### src/logic/rv_config.svh
`ifndef RV_CONFIG_SVH
`define RV_CONFIG_SVH

`define XLEN       32 // Data word width
`define MD_LANES   2  // Multiply/divide lanes, works for 1 to 4
`define FIFO_DEPTH 4  // Default depth of the stream FIFOs

// Instruction tag carried along with every bundle and result
`define TAG_BITS   4

`endif

### src/logic/streamFifo.sv
`timescale 1ns/1ps
`include "rv_config.svh"

module streamFifo #(
	parameter type T     = logic,
	parameter int  DEPTH = `FIFO_DEPTH
) (
	input  logic clk,
	input  logic arstN,
	input  logic inValid,
	input  T     inData,
	input  logic outReady,
	output logic inReady,
	output logic outValid,
	output T     outData
);
	localparam int PTRW = (DEPTH > 1) ? $clog2(DEPTH) : 1;
	localparam int CNTW = $clog2(DEPTH + 1);

	T                mem [DEPTH];
	logic [PTRW-1:0] rdPtr;
	logic [PTRW-1:0] wrPtr;
	logic [CNTW-1:0] count;
	logic            push;
	logic            pop;

	assign inReady  = (count != CNTW'(DEPTH));
	assign outValid = (count != '0);
	assign outData  = mem[rdPtr];
	assign push     = inValid && inReady;
	assign pop      = outValid && outReady;

	always_ff @(posedge clk) begin
		if (push) mem[wrPtr] <= inData;
	end

	always_ff @(posedge clk or negedge arstN) begin
		if (!arstN) begin
			rdPtr <= '0;
			wrPtr <= '0;
			count <= '0;
		end else begin
			if (push) wrPtr <= (wrPtr == PTRW'(DEPTH - 1)) ? '0 : wrPtr + 1'b1;
			if (pop)  rdPtr <= (rdPtr == PTRW'(DEPTH - 1)) ? '0 : rdPtr + 1'b1;
			count <= count + CNTW'(push) - CNTW'(pop); // Both at once leaves it
		end
	end

	noOverflow: assert property (@(posedge clk) disable iff (!arstN)
		count <= CNTW'(DEPTH))
		else $error("FIFO count above its depth");

	noUnderflow: assert property (@(posedge clk) disable iff (!arstN)
		count == '0 |=> count <= CNTW'(1))
		else $error("FIFO count wrapped below zero");

endmodule

### config.mk
export PLATFORM = sky130hd
export DESIGN_NAME = streamFifo
export DESIGN_NICKNAME = d
export VERILOG_FILES = /design/src/logic/streamFifo.sv
export VERILOG_INCLUDE_DIRS = /design/src /design/src/logic
export SDC_FILE = /design/constraint.sdc
export NUM_CORES = 1
export LEC_CHECK = 0
export BUFFER_PORTS_ARGS = -buffer_cell sky130_fd_sc_hd__buf_2
export CORE_AREA = 2 2 39 41
export DETAILED_ROUTE_END_ITERATION = 12
export DIE_AREA = 0 0 41 43
export MAX_ROUTING_LAYER = met4
export PLACE_DENSITY = 0.62
export SLEW_MARGIN = 20
export SYNTH_ARGS = -nofsm -noshare
export SYNTH_HDL_FRONTEND = slang
export SYNTH_SLANG_ARGS = --single-unit
### constraint.sdc
create_clock -name clk -period 6.3 [get_ports clk]
set_clock_uncertainty 0.15 [all_clocks]
set_input_delay 1.26 -clock clk [delete_from_list [all_inputs] [get_ports clk]]
set_output_delay 1.26 -clock clk [all_outputs]
set_load 0.005 [all_outputs]
==> flow_summary.toml, run 1 <==
[cts]
path_clk_slew_ns = 0.07
clock_latency_ns = 0.26
post_cts.repair.setup_buffers = 0
cts_tree = "built"
cts_resized = 0
htree_levels = 1
clockBufferDepth = 2
numCtsBuffers = 3
cts_hold_buf = 0
cts.sinks = 11
cts_root_buf = "clkbuf_4"

[run_status]
outcome = "completed"

[min_path]
min_from = "count[0]"
worstHoldPathCells = 1
min_path_type = "reg2reg"
hold-path-endpoint = "count[0]"

[detailed_routing]
drt_pass1_iterations = 1
vias = 338
viasPerCell = 4.829
wl_per_cell_um = 11.23
wirelength_um = 786
dr.first_iter.drc_count = 0
drc = 0
ant_nets = 0

[logic_synthesis]
synthAdderAreaFrac_pct = 18.22
synthXorXnorAreaFrac_pct = 2.966
synth_nets = 56
syn_area_per_cell_sq_um = 13.73
seq_area_frac_synth_pct = 50.00
yosys.area_share.simple_pct = 11.65
synth_cell_types = 15
synthCells = 43
synth_top_family_by_area = "adder cells"
synth_top_area_share_pct = 29.66
synth_area_leaders = "dfrtp_1, edfxtp_1, ha_1, and3_2, mux2_4"
synth-compound-area-share_pct = 0
yosys_warnings = 0
muxShareOfSynthArea_pct = 12.71
ys_ff_latch = 11
syn_area_sq_um = 590.6
yosysTopAreaCell = "dfrtp_1"

[cells_and_area]
regArea_sq_um = 295.3
nFillCells = 133
drive_gt1_share_pct = 40.74
multi_input_area_sq_um = 269.0
nets = 68
insertedDiodeCount = 0
area_growth_pct = 13.77

[power_and_ir_drop]
peakVddDrop_mv = 0.2362
leakagePower_nw = 0.3276
powerDensity_mw_per_mm2 = 466.7
finalPower_uw = 313.6

[timing]
tns_ns = 0
relSlewSlack_pct = 88.42
hold_viol = 0
finalSetupViolCount = 0
worst_pin_slew_ns = 0.1724
fin_crit_ns = 2.744
max_freq_ghz = 0.3644
post-route-period-util_pct = 43.56
slew_violations = 0
rsz0062_at_grt = "false"
finalWorstSetupSlack_ns = 3.556

[grt]
grt_usage_pct = 13.69
grt_overflow_total = 0
first_global_vias = 338
grt_antenna_before_repair = 0
grt_pass1_wl_um = 1421
grt_max_degree = 8

[placement]
gp_congestion = 0.7176
pre_cts_ws_ns = 3.282
io_buffers = 7

[critical_path]
cp.arrival_ns = 2.78
reg2reg_from = "count[1]"
required_ns = 6.34
crit_type = "in2reg"
crit_fanout = 5
reg2reg_depth = 10
regToRegEndpoint = "count[2]"
rrSetupSlack_ns = 3.75
critPathLaunchType = "input pin"
cp-end-kind = "register"

[run]
maxCapViolations = 0

[floorplanning]
io_pins = 8
die_w_um = 41
dieArea_sq_mm = 0.001763
initial_utilization_pct = 42.68
coreArea_sq_mm = 0.001384
chipHeight_um = 43
row_count = 14
[cell type report]
class,instances,share of cell area (%)
clock buffer,4,3.911
inverter,7,3.911
multi-input combinational,25,40.04
sequential,11,43.95
tap,16,2.980
timing repair buffer,7,5.214
[power by group]
part	internal, mW	switching [mW]	total (mW)
clock	0.0245	0.0229	0.0474
sequential	0.106	0.0253	0.131
combinational	0.0809	0.0544	0.135
total	0.211	0.103	0.314
[worst max-delay path: stages]
cell and delay [ns]:
buf_2 0.10, and2_4 0.16, inv_1 0.04, ha_1 0.28
inv_1 0.06, ha_1 0.12, inv_1 0.05, fa_1 0.38
xnor2_1 0.19, xnor2_1 0.14
[cells by family (layout without fill, tap and decap cells)]
logic type / after synthesis / after routing
xor gates and xnor gates: 2 / 2
adders and majority gates: 8 / 8
buffers and inverters: 7 / 18
DFF: 11 / 11
muxes: 5 / 5
and+or+nand+nor: 10 / 10
[per-layer routing]
layer  track usage (%)  vias to the layer above  routed length, um
met4             8.000                        0                 17
met5                 -                        -                  0
met3             7.853                        5                 43
li1                  -                      165                  -
met1             14.19                      162                288
met2             19.38                        6                437
[synth_stat cells (all sizes together)]
library cell and number:
nor2 2, inv 7, xnor2 2, mux4 1, dfrtp 7, ha 7, and2 1, and3 4
nand2 1, edfxtp 4, or3b 1, or3 1, fa 1, mux2 4
[flip-flops by register name (all words and copies together), names as in the netlist]
signal and flops:
wrPtr 2, rdPtr 2, mem 4, count 3
[how the worst max path moves through the flow]
| stage | start | to | slack [ns] |
|---|---|---|---|
| finish | inValid | count[2] | 3.56 |
| global route | inValid | count[2] | 3.43 |
| CTS | count[1] | outValid | 3.54 |
| detailed placement | inValid | count[2] | 3.28 |
| global placement | inValid | count[2] | 3.31 |
| floorplan | inValid | count[2] | 3.49 |
[per-stage QoR]
step / hold WS, ns / std cells / utilization [%] / cell area (sq um)
3_3_place_gp: 0.3738 / 66 / 46.65 / 645.6
6_report: 0.3953 / 70 / 48.55 / 671.9
4_1_cts: 0.4040 / 70 / 48.55 / 671.9
5_1_grt: 0.4238 / 70 / 48.55 / 671.9
2_1_floorplan: 0.3452 / 43 / - / 590.6
3_5_place_dp: 0.3884 / 66 / 46.65 / 645.6
[cells in the final DEF (no fill, tap or decap)]
master	n
clkbuf_4	3
or3b_4	1
inv_1	7
and2_4	1
buf_2	7
edfxtp_1	4
mux2_2	2
ha_1	7
fa_1	1
nand2_1	1
clkbuf_1	1
xnor2_1	2
or3_2	1
mux4_2	1
mux2_4	2
nor2_1	2
dfrtp_1	7
and3_2	4
(Power assumes the default switching activity.)
==> run 2: changes to the inputs <==
Settings changed: ABC_AREA from default to 1, CORE_AREA 2 2 39 41 to default, CORE_UTILIZATION from default to 48, DIE_AREA 0 0 41 43 to default, PLACE_DENSITY 0.62 to 0.69.
Clock period 6.3 ns to 2.25 ns, I/O delays scaled along.
==> flow_summary.toml, run 2 <==
[cells_and_area]
mostFrequentLayoutCells = "inv_1, nand2_1, ha_1, buf_2"
final_common_cell = "inv_1"
nets = 96
largest_reg_flops = 4
largest_registers = "mem: 4 flops, count: 3 flops"
stdcell_count = 96
fin_util_pct = 63.50
drive_gt1_share_pct = 28.05
area_growth_pct = 14.89
insertedDiodeCount = 0
fin_area_sq_um = 753.2
largest_register = "mem"

[cts]
cts.sinks = 11
cts_tree = "built"
path_clk_slew_ns = 0.07
clockBufferDepth = 2
htree_levels = 1
numCtsBuffers = 3
cts_root_buf = "clkbuf_4"
clock_latency_ns = 0.28

[logic_synthesis]
synthCells = 69
yosys.cell_count.top_type = "inv_1"
synth_area_leaders = "dfrtp_1, edfxtp_1, ha_1, inv_1, nand2_1"
async_flop_share_pct = 63.64
seq_area_frac_synth_pct = 45.04
yosys_warnings = 0
syn_area_per_cell_sq_um = 9.502
synth_cell_types = 16
syn_area_sq_um = 655.6
synth_top_area_share_pct = 26.72
ys_ff_latch = 11
synth_enable_flop_cells = 4
synthFlopType = "dfrtp_1"
yosysTopAreaCell = "dfrtp_1"
synth_nets = 82
ys_top_cells_by_count = "inv_1, nand2_1, dfrtp_1, ha_1, nand2_2"

[placement]
dp_hpwl_um = 694.6
io_buffers = 7
place_area_sq_um = 708.2
placed_cells = 90
pre_cts_ws_ns = 0.1373
gp_congestion = 0.7677

[power_and_ir_drop]
leakagePower_nw = 0.3943
finalPower_uw = 950.5
powerDensity_mw_per_mm2 = 1262
peakVddDrop_mv = 0.6100

[critical_path]
crit_type = "reg2reg"
critPathLaunchType = "register"
cp.arrival_ns = 2.09
cp-end-kind = "register"
crit_fanout = 4
required_ns = 2.27
reg2reg_from = "count[1]"
worstSetupStartpoint = "count[1]"

[grt]
grt_pass1_wl_um = 1676
grt_antenna_before_repair = 0
first_global_vias = 423
grt_usage_pct = 18.34
grt_overflow_total = 0
grt_max_degree = 8

[timing]
finalWorstSetupSlack_ns = 0.1795
rsz0062_at_grt = "false"
fin_crit_ns = 2.071
relSlewSlack_pct = 86.76
hold_viol = 0
post-route-period-util_pct = 92.02
finalSetupViolCount = 0
max_freq_ghz = 0.4830
tns_ns = 0
slew_violations = 0
hold_ws_ns = 0.2339
worst_pin_slew_ns = 0.1986

[run_status]
outcome = "completed"

[detailed_routing]
wl_met3_um = 32
ant_nets = 0
dr.first_iter.drc_count = 14
drc = 0
wl_met2_um = 459
highest_layer = "met4"
viasPerCell = 4.792
drt_pass1_iterations = 4
wl_met1_um = 429
wl_per_cell_um = 9.781
vias = 460
wirelength_um = 939

[floorplanning]
die_w_um = 38.96
initial_utilization_pct = 55.27
io_pins = 8
dieArea_sq_mm = 0.001517
row_count = 12
chipHeight_um = 38.96
coreArea_sq_mm = 0.001186

[min_path]
min_path_type = "in2reg"
min_from = "inData"

[run]
maxCapViolations = 0
## run 2: cell count changes after synthesis, sizes merged, moves of 2 or more
cell   previous run  this run
mux2              4         0
and3              4         0
nand2             1        20
inv               7        15
xnor2             2         0
nand3             0         5
nor2              2         7
## run 2: cells by family after synthesis
kind of cell / count (synthesis) / synth area share (%)
adders and majority gates: 8 / 16.41
buffers and inverters: 15 / 8.587
and+or+nand+nor: 33 / 28.05
AOI/OAI and AO/OA: 2 / 1.908
DFF: 11 / 45.04
## run 2: where the power goes
group | total (mW) | leakage [nW] | internal [mW] | switching (mW)
Sequential | 0.377 | 0.120 | 0.293 | 0.0840
Combinational | 0.436 | 0.259 | 0.193 | 0.243
Clock | 0.138 | 0.0150 | 0.0689 | 0.0693
Total | 0.951 | 0.394 | 0.554 | 0.396
## run 2: routing by layer
layer | up-vias | global-route usage [%]
li1 | 237 | -
met1 | 212 | 20.22
met2 | 9 | 27.08
met3 | 2 | 6.936
met4 | 0 | 12.93
met5 | - | -
## run 2: worst paths after layout
check                            to  slack [ns]  cells after the start
hold / removal               mem[3]        0.23                      1
setup reg to reg           count[2]        0.18                     11
hold reg to reg            rdPtr[1]        0.39                      2
min in group asynchronous  rdPtr[0]        0.38                      2
setup / recovery           count[2]        0.18                     11
max in group asynchronous  count[1]        1.40                      2
## run 2: layout make-up
cell class / instances / area, sq um
Clock buffer: 4 / 26.28
Fill cell: 104 / 432.9
Inverter: 15 / 56.30
Multi-Input combinational cell: 43 / 304.0
Sequential cell: 11 / 296.5
Tap cell: 14 / 17.52
Timing Repair Buffer: 9 / 52.55
## run 2: critical path, stage by stage (launching register included)
cell	delay, ns
dfrtp_2	0.43
nor2_4	0.14
nand2_2	0.09
nand2_2	0.09
inv_1	0.05
ha_1	0.26
inv_1	0.05
ha_1	0.13
inv_1	0.05
fa_1	0.37
nand3_1	0.10
nand2_1	0.06
## run 2: what timing repair did
item,CTS,global route
gates resized for setup,0,1
endpoints found under the hold margin,7,0
hold buffers,1,0
setup buffers,0,1
endpoints found under the setup margin,0,2
==> run 3: changes to the inputs <==
Settings changed: PLACE_DENSITY 0.69 to 0.75.
==> flow_summary.toml, run 3 (synthesized netlist as in run 2, its figures left out) <==
[run_status]
outcome = "completed"

[cts]
post_cts.repair.setup_buffers = 0
clock_latency_ns = 0.27
clockBufferDepth = 2
cts_root_buf = "clkbuf_4"
numCtsBuffers = 3
htree_levels = 1
cts.sinks = 11
cts_tree = "built"
path_clk_slew_ns = 0.07

[timing]
relSlewSlack_pct = 86.61
post-route-period-util_pct = 94.25
rsz0062_at_grt = "false"
finalSetupViolCount = 0
tns_ns = 0
worst_pin_slew_ns = 0.2008
finalWorstSetupSlack_ns = 0.1295
fin_crit_ns = 2.121
max_freq_ghz = 0.4716
slew_violations = 0
hold_viol = 0

[floorplanning]
initial_utilization_pct = 55.27
chipHeight_um = 38.96
io_pins = 8
coreArea_sq_mm = 0.001186
die_w_um = 38.96
dieArea_sq_mm = 0.001517
row_count = 12

[detailed_routing]
vias = 438
ant_nets = 0
drt_pass1_iterations = 3
dr.first_iter.drc_count = 8
drc = 0
wirelength_um = 941
viasPerCell = 4.611
wl_per_cell_um = 9.905

[power_and_ir_drop]
leakagePower_nw = 0.3894
p_comb_share_pct = 45.2
p_switching_uw = 393.2
power.internal_uw = 548.9
clockPowerShare_pct = 14.1
finalPower_uw = 942.1
p_seq_share_pct = 40.8
powerDensity_mw_per_mm2 = 1263
p_sw_share_pct = 41.74
peakVddDrop_mv = 0.6695

[min_path]
worstHoldPathCells = 1
min_path_type = "in2reg"
min_from = "inData"
hold-path-endpoint = "mem[3]"

[grt]
grt_max_degree = 8
grt.busiest_layer = "met2"
first_global_vias = 433
grt_antenna_before_repair = 0
grt.met2_usage_pct = 29.58
grt_use_met3_pct = 8.671
grtUsageMet1_pct = 17.41
grt_overflow_total = 0
grt_pass1_wl_um = 1656
grt_usage_pct = 18.90

[cells_and_area]
largest_register = "mem"
insertedDiodeCount = 0
fin_util_pct = 62.87
largest_registers = "mem: 4 flops, count: 3 flops"
largest_reg_flops = 4
stdcell_count = 95
mostFrequentLayoutCells = "inv_1, nand2_1, ha_1, buf_2"
area_growth_pct = 13.74
drive_gt1_share_pct = 27.16
nets = 95
final_common_cell = "inv_1"

[run]
maxCapViolations = 0

[placement]
placed_cells = 90
gp_congestion = 0.7052
dp_hpwl_um = 755.9
pre_cts_ws_ns = 0.09784
io_buffers = 7

[critical_path]
required_ns = 2.26
critPathLaunchType = "register"
cp.arrival_ns = 2.13
regToRegEndpoint = "count[1]"
crit_fanout = 4
crit_type = "reg2reg"
reg2reg_depth = 10
reg2reg_from = "count[1]"
rrSetupSlack_ns = 0.13
worstSetupStartpoint = "count[1]"
cp-end-kind = "register"
-- run 3: changes by cell type in the layout (fill, tap and decap cells not counted), sizes merged --
cell | previous run | this run
buf | 8 | 7
-- run 3: critical path, stage by stage (launching register included) --
cell and delay, ns:
dfrtp_2 0.45, nor2_4 0.15, nand2_2 0.09, nand2_2 0.08, inv_1 0.04, ha_1 0.26, inv_1 0.07, ha_1 0.14
inv_1 0.05, fa_1 0.49, inv_1 0.04
-- run 3: cell type report --
| cell class | instances | area [sq um] |
|---|---|---|
| well taps | 14 | 17.52 |
| inverters | 15 | 56.30 |
| multi-input cells | 43 | 304.0 |
| clock buffers | 4 | 26.28 |
| flip-flops and latches | 11 | 296.5 |
| fillers | 104 | 440.4 |
| repair buffers | 8 | 45.04 |
-- run 3: per-stage QoR --
stage	hold WS [ns]	area, sq um
floorplan	0.004409	655.6
CTS	0.2376	744.5
detailed placement	0.1435	708.2
finish	0.2452	745.7
global placement	0.1435	708.2
global route	0.2345	745.7
-- run 3: worst max path at each step --
| stage | to | depth (start not counted) |
|---|---|---|
| global route | count[1] | 10 |
| CTS | count[2] | 11 |
| detailed placement | count[2] | 11 |
| floorplan | count[2] | 11 |
| finish | count[1] | 10 |
| global placement | count[2] | 11 |
-- run 3: power groups by stage --
stage / Combinational (mW) / Sequential [mW] / Clock, mW
floorplan: 0.327 / 0.369 / 0
global placement: 0.403 / 0.381 / 0
detailed placement: 0.429 / 0.386 / 0
CTS: 0.435 / 0.382 / 0.138
global route: 0.507 / 0.394 / 0.151
finish: 0.425 / 0.384 / 0.133
-- run 3: what timing repair did --
| action | in CTS | in global routing |
|---|---|---|
| hold buffers | 1 | 0 |
| endpoints found under the setup margin | 0 | 1 |
| hold endpoints to repair | 7 | 0 |
| gates resized for setup | 0 | 1 |
-- run 3: per-layer routing --
metal / up-vias / share of wire [%]
met5: - / 0
met4: 0 / 2.0
met3: 4 / 3.6
met2: 8 / 49
met1: 189 / 46
li1: 237 / -
