**src/logic/rv_config.svh**
```systemverilog
`ifndef RV_CONFIG_SVH
`define RV_CONFIG_SVH

`define XLEN       32 // Data word width
`define MD_LANES   2  // Multiply/divide lanes, works for 1 to 4
`define FIFO_DEPTH 4  // Default depth of the stream FIFOs

// Instruction tag carried along with every bundle and result
`define TAG_BITS   4

`endif

```
**src/logic/rvIsaPkg.sv**
```systemverilog
`include "rv_config.svh"

package rvIsaPkg;

	// Base opcodes recognized by the main decoder
	typedef enum logic [6:0] {
		OP_R     = 7'b0110011,
		OP_I     = 7'b0010011,
		OP_S     = 7'b0100011,
		OP_L     = 7'b0000011,
		OP_B     = 7'b1100011,
		OP_JAL   = 7'b1101111,
		OP_JALR  = 7'b1100111,
		OP_LUI   = 7'b0110111,
		OP_AUIPC = 7'b0010111
	} opcodeE;

	// M extension functions, value equals funct3
	typedef enum logic [2:0] {
		MD_MUL    = 3'd0,
		MD_MULH   = 3'd1,
		MD_MULHSU = 3'd2,
		MD_MULHU  = 3'd3,
		MD_DIV    = 3'd4,
		MD_DIVU   = 3'd5,
		MD_REM    = 3'd6,
		MD_REMU   = 3'd7
	} mulDivFuncE;

	typedef enum logic [1:0] {IMM_I, IMM_S, IMM_BJ, IMM_U} immSrcE;
	typedef enum logic [1:0] {RES_ALU, RES_MEM, RES_PC4} resultSrcE;
	typedef enum logic [1:0] {WT_BYTE, WT_HALF, WT_WORD, WT_OTHER} writeTypeE;

	typedef struct packed {
		logic                 regWrite;
		immSrcE               immSrc;
		logic [1:0]           aluSrcA;   // 00 zero, 01 rs1, 10 PC
		logic                 aluSrcB;   // Immediate when set
		logic                 memWrite;
		resultSrcE            resultSrc;
		logic                 branch;
		logic                 jump;
		logic [1:0]           aluOp;
		logic                 pcJalSrc;  // JALR target from rs1
		writeTypeE            writeType;
		logic                 isMulDiv;
		mulDivFuncE           mulDivFunc;
		logic                 illegal;
		logic [`TAG_BITS-1:0] tag;
	} ctrlBundleS;

endpackage

```
**src/logic/rvStreamPkg.sv**
```systemverilog
`include "rv_config.svh"

package rvStreamPkg;
	import rvIsaPkg::*;

	// One instruction on the issue port
	typedef struct packed {
		logic [`XLEN-1:0]     instr;
		logic [`XLEN-1:0]     rs1Val;
		logic [`XLEN-1:0]     rs2Val;
		logic [`TAG_BITS-1:0] tag;
	} issueBeatS;

	// Work handed to a multiply/divide lane
	typedef struct packed {
		mulDivFuncE           func;
		logic [`XLEN-1:0]     a; // rs1
		logic [`XLEN-1:0]     b; // rs2
		logic [`TAG_BITS-1:0] tag;
	} mdOpS;

	typedef struct packed {
		logic [`TAG_BITS-1:0] tag;
		logic [`XLEN-1:0]     value;
	} mdResultS;

endpackage

```
**src/logic/mulDivLane.sv**
```systemverilog
`timescale 1ns/1ps
`include "rv_config.svh"

module mulDivLane import rvIsaPkg::*, rvStreamPkg::*; (
	input  logic     clk,
	input  logic     arstN,
	input  logic     start,
	input  mdOpS     op,
	input  logic     resultReady,
	output logic     busy,
	output logic     resultValid,
	output mdResultS result
);
	typedef enum logic [2:0] {IDLE, PREP, RUN, FIX, DONE} stateE;
	localparam int CNTW = $clog2(`XLEN);

	stateE              state;
	logic [CNTW-1:0]    stepCnt;
	mdOpS               opReg;
	logic [`XLEN-1:0]   hi;    // Product high half or partial remainder
	logic [`XLEN-1:0]   lo;    // Multiplier or dividend/quotient
	logic [`XLEN-1:0]   opnd;  // Multiplicand or divisor
	logic               negRes;
	logic               remNeg;
	logic               divZero;
	logic               isDiv;
	logic               aNeg;
	logic               bNeg;
	logic [`XLEN-1:0]   aMag;
	logic [`XLEN-1:0]   bMag;
	logic [`XLEN:0]     mulSum;
	logic [`XLEN:0]     divTrial;
	logic [2*`XLEN-1:0] prodFix;
	logic [`XLEN-1:0]   quoFix;
	logic [`XLEN-1:0]   remFix;
	logic [`XLEN-1:0]   resValue;

	assign isDiv = opReg.func inside {MD_DIV, MD_DIVU, MD_REM, MD_REMU};
	// MUL low word is the same for signed and unsigned
	assign aNeg  = opReg.a[`XLEN-1] && (opReg.func inside {MD_MULH, MD_MULHSU, MD_DIV, MD_REM});
	assign bNeg  = opReg.b[`XLEN-1] && (opReg.func inside {MD_MULH, MD_DIV, MD_REM});
	assign aMag  = aNeg ? -opReg.a : opReg.a;
	assign bMag  = bNeg ? -opReg.b : opReg.b;

	assign mulSum   = {1'b0, hi} + (lo[0] ? {1'b0, opnd} : '0);
	assign divTrial = {hi, lo[`XLEN-1]} - {1'b0, opnd}; // MSB set means no subtract

	// Most negative / -1 needs no special path, 2^31 negated is the dividend again
	always_comb begin
		prodFix = negRes ? -{hi, lo} : {hi, lo};
		quoFix  = negRes ? -lo : lo;
		remFix  = remNeg ? -hi : hi;
		case (opReg.func)
			MD_MUL:                       resValue = prodFix[`XLEN-1:0];
			MD_MULH, MD_MULHSU, MD_MULHU: resValue = prodFix[2*`XLEN-1:`XLEN];
			MD_DIV, MD_DIVU:              resValue = divZero ? '1 : quoFix;
			default:                      resValue = remFix;
		endcase
	end

	always_ff @(posedge clk or negedge arstN) begin
		if (!arstN) begin
			state   <= IDLE;
			stepCnt <= '0;
		end else begin
			case (state)
				IDLE: if (start) state <= PREP;
				PREP: begin
					state   <= RUN;
					stepCnt <= '0;
				end
				RUN: begin
					stepCnt <= stepCnt + 1'b1;
					if (stepCnt == CNTW'(`XLEN - 1)) state <= FIX;
				end
				FIX:     state <= DONE;
				DONE:    if (resultReady) state <= IDLE;
				default: state <= IDLE;
			endcase
		end
	end

	always_ff @(posedge clk) begin
		case (state)
			IDLE: if (start) opReg <= op;
			PREP: begin
				negRes  <= aNeg ^ bNeg;
				remNeg  <= aNeg;         // Remainder takes the dividend sign
				divZero <= isDiv && (opReg.b == '0);
				hi      <= '0;
				opnd    <= isDiv ? bMag : aMag;
				lo      <= isDiv ? aMag : bMag;
			end
			RUN: begin
				if (isDiv) begin
					hi <= divTrial[`XLEN] ? {hi[`XLEN-2:0], lo[`XLEN-1]} : divTrial[`XLEN-1:0];
					lo <= {lo[`XLEN-2:0], !divTrial[`XLEN]};
				end else begin
					{hi, lo} <= {mulSum, lo[`XLEN-1:1]};
				end
			end
			FIX: begin
				result.tag   <= opReg.tag;
				result.value <= resValue;
			end
			default: ;
		endcase
	end

	assign busy        = (state != IDLE);
	assign resultValid = (state == DONE);

	noStartWhenBusy: assert property (@(posedge clk) disable iff (!arstN) start |-> !busy)
		else $error("lane started while busy");

endmodule

```
**config.mk**
```make
export PLATFORM = sky130hd
export DESIGN_NAME = mulDivLane
export DESIGN_NICKNAME = d
export VERILOG_FILES = /design/src/logic/rvIsaPkg.sv /design/src/logic/rvStreamPkg.sv /design/src/logic/mulDivLane.sv
export VERILOG_INCLUDE_DIRS = /design/src /design/src/logic
export SDC_FILE = /design/constraint.sdc
export NUM_CORES = 1
export LEC_CHECK = 0
export ABC_AREA = 1
export BUFFER_PORTS_ARGS = -buffer_cell sky130_fd_sc_hd__buf_2
export CAP_MARGIN = 20
export CORE_ASPECT_RATIO = 1.5
export CORE_MARGIN = 5
export CORE_UTILIZATION = 41
export DETAILED_ROUTE_END_ITERATION = 12
export PLACE_DENSITY = 0.61
export SKIP_LAST_GASP = 1
export SYNTH_ARGS = -nofsm -noshare
export SYNTH_HDL_FRONTEND = slang
export SYNTH_SLANG_ARGS = --single-unit
```
**constraint.sdc**
```tcl
create_clock -name clk -period 7.8 [get_ports clk]
set_input_delay 0.39 -clock clk [delete_from_list [all_inputs] [get_ports clk]]
set_output_delay 0.39 -clock clk [all_outputs]
set_load 0.05 [all_outputs]
```
==> results of run 1 <==
[kinds of logic after synthesis]
family,Yosys count,share of synthesized area [%]
buffers and inverters,518,10.72
adders and majority gates,72,4.899
AOI/OAI and AO/OA,380,11.10
xor gates and xnor gates,103,4.825
muxes,1,0.05354
and+or+nand+nor,1524,34.25
DFF,214,34.16
[timing repair]
action	4_1_cts	5_1_grt
buffers inserted	0	0
hold buffers	21	0
endpoints found under the hold margin	28	0
[cell type report]
class / instances / area (um2)
inverter: 440 / 1652
clock buffer: 27 / 633.1
sequential: 214 / 6386
timing repair buffer: 147 / 875.8
clock inverter: 17 / 186.4
fill: 4743 / 24140
multi-input combinational: 2080 / 10330
tap: 582 / 728.2
[stage by stage]
step	area [um2]	hold WS, ns	utilization, %
4_1_cts	20790	0.0005202	46.28
2_1_floorplan	18700	0.09441	-
3_3_place_gp	19770	0.2450	43.99
6_report	20790	0.01948	46.28
3_5_place_dp	19770	0.2408	43.99
5_1_grt	20790	0.005043	46.28
[power groups by stage]
stage / Sequential [mW] / Clock [mW] / Combinational (mW)
after floorplan: 2.44 / 0 / 4.26
after global placement: 2.58 / 0 / 6.10
after detailed placement: 2.58 / 0 / 6.13
after CTS: 2.56 / 1.20 / 6.17
after global routing: 2.59 / 1.25 / 6.88
final: 2.57 / 1.18 / 6.22
[per-layer routing]
metal / vias to the layer above / wire, um
met3: 150 / 3405
met4: 0 / 4731
met1: 8799 / 27190
met2: 620 / 35470
met5: - / 0
li1: 9269 / -
[worst paths after layout]
path                       cells past startpoint                     end                start
max in group asynchronous                      2  stepCnt[0]$_DFFE_PN0N_                arstN
min in group asynchronous                      2    state[2]$_DFFE_PN0P_                arstN
max                                            6    result[14]$_DFFE_PP_  opReg[70]$_DFFE_PP_
min reg2reg                                    0    result[35]$_DFFE_PP_   opReg[3]$_DFFE_PP_
min                                            1     opReg[16]$_DFFE_PP_               op[16]
max reg2reg                                    6    result[14]$_DFFE_PP_  opReg[70]$_DFFE_PP_
[cell usage in the layout (no fill, tap or decap), types with 13 or more instances in the layout]
master,count
nor2_1,265
clkbuf_16,25
nand4_1,35
o21ai_0,162
o21ai_1,18
nand2_2,13
xnor2_1,15
buf_2,112
nand2_1,877
inv_1,431
nand3_1,241
edfxtp_1,206
nor3_1,35
buf_4,14
a21oi_1,138
o211ai_1,13
ha_1,70
xor2_1,88
dlygate4sd3_1,21
[sequential cells by signal, summed over array words and instances, names as in the netlist]
name,flops
opReg,71
result,36
hi,32
lo,32
opnd,32
stepCnt,5
state,3
divZero,1
negRes,1
remNeg,1
==> reports/results.tsv, run 1 <==
stage	metric	value	unit
critical_path	critPathSlowestCell	inv_1	
synth	synth_top_cell_area_share	33.09	%
global_routing	gr-usage-met3	2.036	%
synth	yosys_warnings	0	
floorplanning	dieWidth	184.4	um
synth	ys_ff_latch	214	
global_routing	met1_usage	32.43	%
sta	setup_slack	4.047	ns
critical_path	crit_type	reg -> reg	
power_and_ir_drop	p_per_area	479.3	nW/um2
synth	async_flop_share	3.738	%
floorplanning	ioPinCount	113	
global_routing	grtUsageMet2	48.66	%
clocking	post_cts_resized	0	
power_and_ir_drop	irDropWorstVdd	0.3252	mV
layout	drive_above_1_share	7.726	%
floorplanning	rows	95	
critical_path	critPathArrivalTime	4.11	ns
floorplanning	fp.dieArea	50060	um2
global_routing	grt_overflow	0	
status	outcome	complete, no violations	
power_and_ir_drop	clkPwrFrac	11.8	%
min_path	min_path_type	in -> reg	
critical_path	crit_chain	buf_4 > buf_4 > nand2_1 > inv_1 > nand2_1 > o2111ai_1	
route	routedWlPerCell	20.19	um
global_routing	grt-busiest-layer	met2	
placed_design	dp_hpwl	57020	um
power_and_ir_drop	p_sw	5.524	mW
layout	num_antenna_cells	0	
synth	syn-cell-area	18700	um2
synth	netlist-cell-type-count	56	
synth	synthTopCellsByCount	878 x nand2_1, 431 x inv_1, 267 x nor2_1	
placed_design	dp_cells	3442	
sta	finClkSkew	0.02249	ns
critical_path	critPathBufInv	3	
layout	area_delta_synth_final	11.22	%
clocking	cts_sinks	214	
sta	fmax	266.4	MHz
sta	slew_headroom	20.62	%
sta	finalCriticalPeriod	3.753	ns
clocking	cts_buffer_depth	3	
sta	fin_crit_sh	48.12	%
job	drv_cap	0	
global_routing	grt_max_degree	95	
clocking	root_buffer	clkbuf_16	
sta	worst_pin_slew	1.189	ns
layout	final-instance-count-excl-fill	3507	
power_and_ir_drop	finalPower	9.968	mW
synth	synth_edf_count	206	
clocking	htreeDepth	1	
placed_design	gp_congestion	1.021	
power_and_ir_drop	p_sw_share	55.42	%
synth	yosysMostFrequentCell	nand2_1	
route	dr.pass1.iters	5	
sta	drv_slew	0	
clocking	cts_buffers	24	
synth	syn_inst	2812	
synth	ys_top_cells_by_area	edfxtp_1 33%, nand2_1 18%, inv_1 8.7%	
power_and_ir_drop	power_frac_seq	25.8	%
route	drt_wl_total	70800	um
critical_path	path_delay_family	buffers and inverters	
power_and_ir_drop	combinationalPowerShare	62.4	%
global_routing	antenna_found_initial	0	
synth	synth-main-ff-cell	edfxtp_1	
floorplanning	initial_core_util	41.61	%
layout	final_nets	3054	
global_routing	grt_pass1_vias	18040	
route	num_vias	18840	
clocking	cts_tree	yes	
synth	avgSynthCellArea	6.649	um2
global_routing	grt_pass1_wl	105100	um
placed_design	port_buffers	112	
critical_path	max_stage_delay	0.91	ns
critical_path	rrSetupSlack	4.05	ns
synth	ys_seq_area_share	34.16	%
sta	setup_tns	0	ns
critical_path	worstPathRequired	8.16	ns
clocking	clk_pin_slew	0.06	ns
floorplanning	core_area	44930	um2
placed_design	dp_slack	4.151	ns
floorplanning	die_height	271.5	um
power_and_ir_drop	p_int	4.444	mW
critical_path	cp_max_fo	94	
global_routing	grtUsageTotal	27.35	%
synth	synthesis.nets	2959	
route	drt_iter0_markers	1454	
sta	rsz0062_at_grt	false	
route	final_antenna_net_count	0	
route	vias_per_cell	5.372	
critical_path	cp-start-kind	flop	
sta	hold_viol_final	0	
route	drc	0	
synth	synth_top_cell_by_area	edfxtp_1	
power_and_ir_drop	power_leakage	9.978	nW
critical_path	worst_setup_path_end_kind	flop	
clocking	clock_latency	0.55	ns
sta	finalSetupViolations	0	
(Power assumes the default switching activity.)
==> run 2: changes to the inputs <==
==> constraint.sdc (replaced) <==
create_clock -name clk -period 3.6 [get_ports clk]
set_input_delay 0.18 -clock clk [delete_from_list [all_inputs] [get_ports clk]]
set_output_delay 0.18 -clock clk [all_outputs]
set_load 0.05 [all_outputs]
==> run 2 against run 1 <==
  * Wire length is 3.2% higher
  * Combinational power is 130% higher
  * Power is 120% higher
  * Design area is 3.8% higher
  * Via count is 2.2% higher
  * First-iteration DRC count is 24% higher
  * Clock-buffer cell count is 2 lower
  * Sequential share of layout area is 1.1 points lower
  * Hold slack better by 0.32 ns
  * Setup slack worse by 3.7 ns
  * Fmax is 17% higher
==> reports/results.tsv, run 2 (synthesis results as in run 1) <==
stage	metric	value	unit	change
min_path	holdPathEnd	opReg[12]$_DFFE_PP_		
layout	top_register	opReg		
placed_design	port_buffers	112		unchanged
global_routing	grt_max_degree	92		-3.2%
route	routedWlPerCell	20.37	um	+0.92%
layout	nFillCells	4706		-0.78%
sta	setup_tns	0	ns	unchanged
floorplanning	fp.dieArea	50060	um2	unchanged
layout	area_delta_synth_final	15.40	%	
layout	seq_area	6386	um2	unchanged
route	drt_wl_total	73040	um	+3.2%
power_and_ir_drop	p_per_area	1023	nW/um2	+110%
power_and_ir_drop	power_leakage	10.35	nW	+3.8%
critical_path	timing.rr.start	lo[0]$_DFFE_PN_		
clocking	cts_tree	yes		
critical_path	crit_type	reg -> reg		
min_path	hold_depth	2		+1
layout	final_nets	3132		+2.6%
sta	hold_viol_final	0		unchanged
layout	utilization	48.02	%	+1.7 points
sta	finalCriticalPeriod	3.214	ns	-0.5392 ns
layout	drive_above_1_share	8.425	%	+0.70 points
floorplanning	rows	95		unchanged
critical_path	rrSetupSlack	0.39	ns	-3.66 ns
route	drc	0		unchanged
critical_path	critPathArrivalTime	3.61	ns	-0.50 ns
placed_design	gp_congestion	0.9947		-2.6%
route	vias_per_cell	5.370		about the same
sta	worst_pin_slew	0.9169	ns	-0.2725 ns
critical_path	worst_r2r_endpoint	hi[28]$_SDFFCE_PN0N_		
sta	fmax	311.1	MHz	+17%
sta	slew_headroom	38.87	%	+18 points
layout	num_antenna_cells	0		unchanged
power_and_ir_drop	irDropWorstVdd	0.8929	mV	+170%
critical_path	worst_setup_path_end_kind	flop		
critical_path	cp-start-kind	flop		
floorplanning	core_area	44930	um2	unchanged
floorplanning	ioPinCount	113		unchanged
layout	mostFrequentLayoutCells	877 x nand2_1, 431 x inv_1, 265 x nor2_1		
floorplanning	die_height	271.5	um	unchanged
global_routing	grtUsageTotal	28.30	%	+0.95 points
status	outcome	complete, no violations		
global_routing	grt_overflow	0		unchanged
min_path	min_path_type	in -> reg		
sta	fin_crit_sh	89.28	%	+41 points
critical_path	cp_max_fo	15		-84%
route	num_vias	19250		+2.2%
global_routing	grt_pass1_vias	18500		+2.5%
clocking	cts_buffer_depth	3		unchanged
route	dr.pass1.iters	5		unchanged
sta	whs	0.3345	ns	+0.3150 ns
global_routing	antenna_found_initial	0		unchanged
layout	largest_reg_flops	71		unchanged
clocking	clk_pin_slew	0.07	ns	about the same
clocking	clock_latency	0.56	ns	about the same
sta	finClkSkew	0.01901	ns	-0.003482 ns
layout	final_common_cell	nand2_1		
global_routing	grt_pass1_wl	108800	um	+3.5%
critical_path	r2r_cells	14		+8
sta	finalSetupViolations	0		unchanged
clocking	root_buffer	clkbuf_16		
sta	rsz0062_at_grt	false		
clocking	htreeDepth	1		unchanged
route	final_antenna_net_count	0		unchanged
min_path	min_from	op[12]		
layout	multi_input_area	10340	um2	about the same
placed_design	dp_hpwl	58520	um	+2.6%
floorplanning	initial_core_util	41.61	%	unchanged
layout	reg_top3	opReg: 71 flops, result: 36 flops		
sta	drv_slew	0		unchanged
critical_path	worstPathRequired	4.00	ns	-4.16 ns
job	drv_cap	0		unchanged
floorplanning	dieWidth	184.4	um	unchanged
clocking	cts_buffers	24		unchanged
clocking	cts_sinks	214		unchanged
route	drt_iter0_markers	1809		+24%
## run 2: where the power goes
part | switching [mW] | internal [mW]
Combinational | 9.93 | 4.16
Sequential | 1.11 | 4.20
Clock | 1.11 | 1.57
Total | 12.1 | 9.93
## run 2: how the worst max path moves through the flow
| stage | from | end | slack (ns) |
|---|---|---|---|
| after floorplan | state[2]$_DFFE_PN0P_ | stepCnt[2]$_DFFE_PN0N_ | 0.11 |
| after global placement | lo[0]$_DFFE_PN_ | hi[28]$_SDFFCE_PN0N_ | 0.44 |
| after detailed placement | lo[31]$_DFFE_PN_ | hi[18]$_SDFFCE_PN0N_ | 0.46 |
| after CTS | lo[0]$_DFFE_PN_ | hi[28]$_SDFFCE_PN0N_ | 0.44 |
| after global routing | lo[31]$_DFFE_PN_ | hi[18]$_SDFFCE_PN0N_ | 0.15 |
| final | lo[0]$_DFFE_PN_ | hi[28]$_SDFFCE_PN0N_ | 0.39 |
## run 2: through the flow
step	setup WS, ns	instance area (um2)	cells	power, mW
global placement	0.4393	19980	3466	19.12
global route	0.1531	21580	3585	23.70
floorplan	0.1066	18710	2812	14.49
finish	0.3859	21580	3585	22.07
CTS	0.4373	21580	3585	21.94
detailed placement	0.4570	19980	3466	19.15
## run 2: cell type report
| cell class | count | share of cell area [%] |
|---|---|---|
| tap | 582 | 3.375 |
| sequential | 214 | 29.60 |
| clock buffer | 25 | 2.900 |
| multi-input combinational | 2080 | 47.92 |
| inverter | 440 | 7.655 |
| clock inverter | 19 | 1.032 |
| timing repair buffer | 225 | 7.516 |
## run 2: worst max-delay path, stage by stage (launching register included)
cell and delay (ns):
edfxtp_1 0.54, buf_4 0.26, buf_4 0.24, nand2_1 0.08, inv_1 0.06, ha_1 0.29, a21oi_1 0.25, o21ai_0 0.23
a21oi_1 0.42, nor2_1 0.10, nor2_1 0.14, nand2_1 0.06, nand2_1 0.06, nand3_1 0.12, a21oi_2 0.19
## run 2: layer usage
| layer | global-route usage (%) | up-vias | routed length, um |
|---|---|---|---|
| met2 | 51.13 | 713 | 37370 |
| li1 | - | 9425 | - |
| met1 | 32.88 | 8946 | 26950 |
| met4 | 14.86 | 0 | 4736 |
| met3 | 2.371 | 168 | 3979 |
| met5 | 0 | - | 0 |
## run 2: repair_timing
action,CTS,global route
hold buffers,75,0
setup buffers,0,0
endpoints found under the hold margin,81,0
gates resized for setup,0,0
setup endpoints to repair,0,0
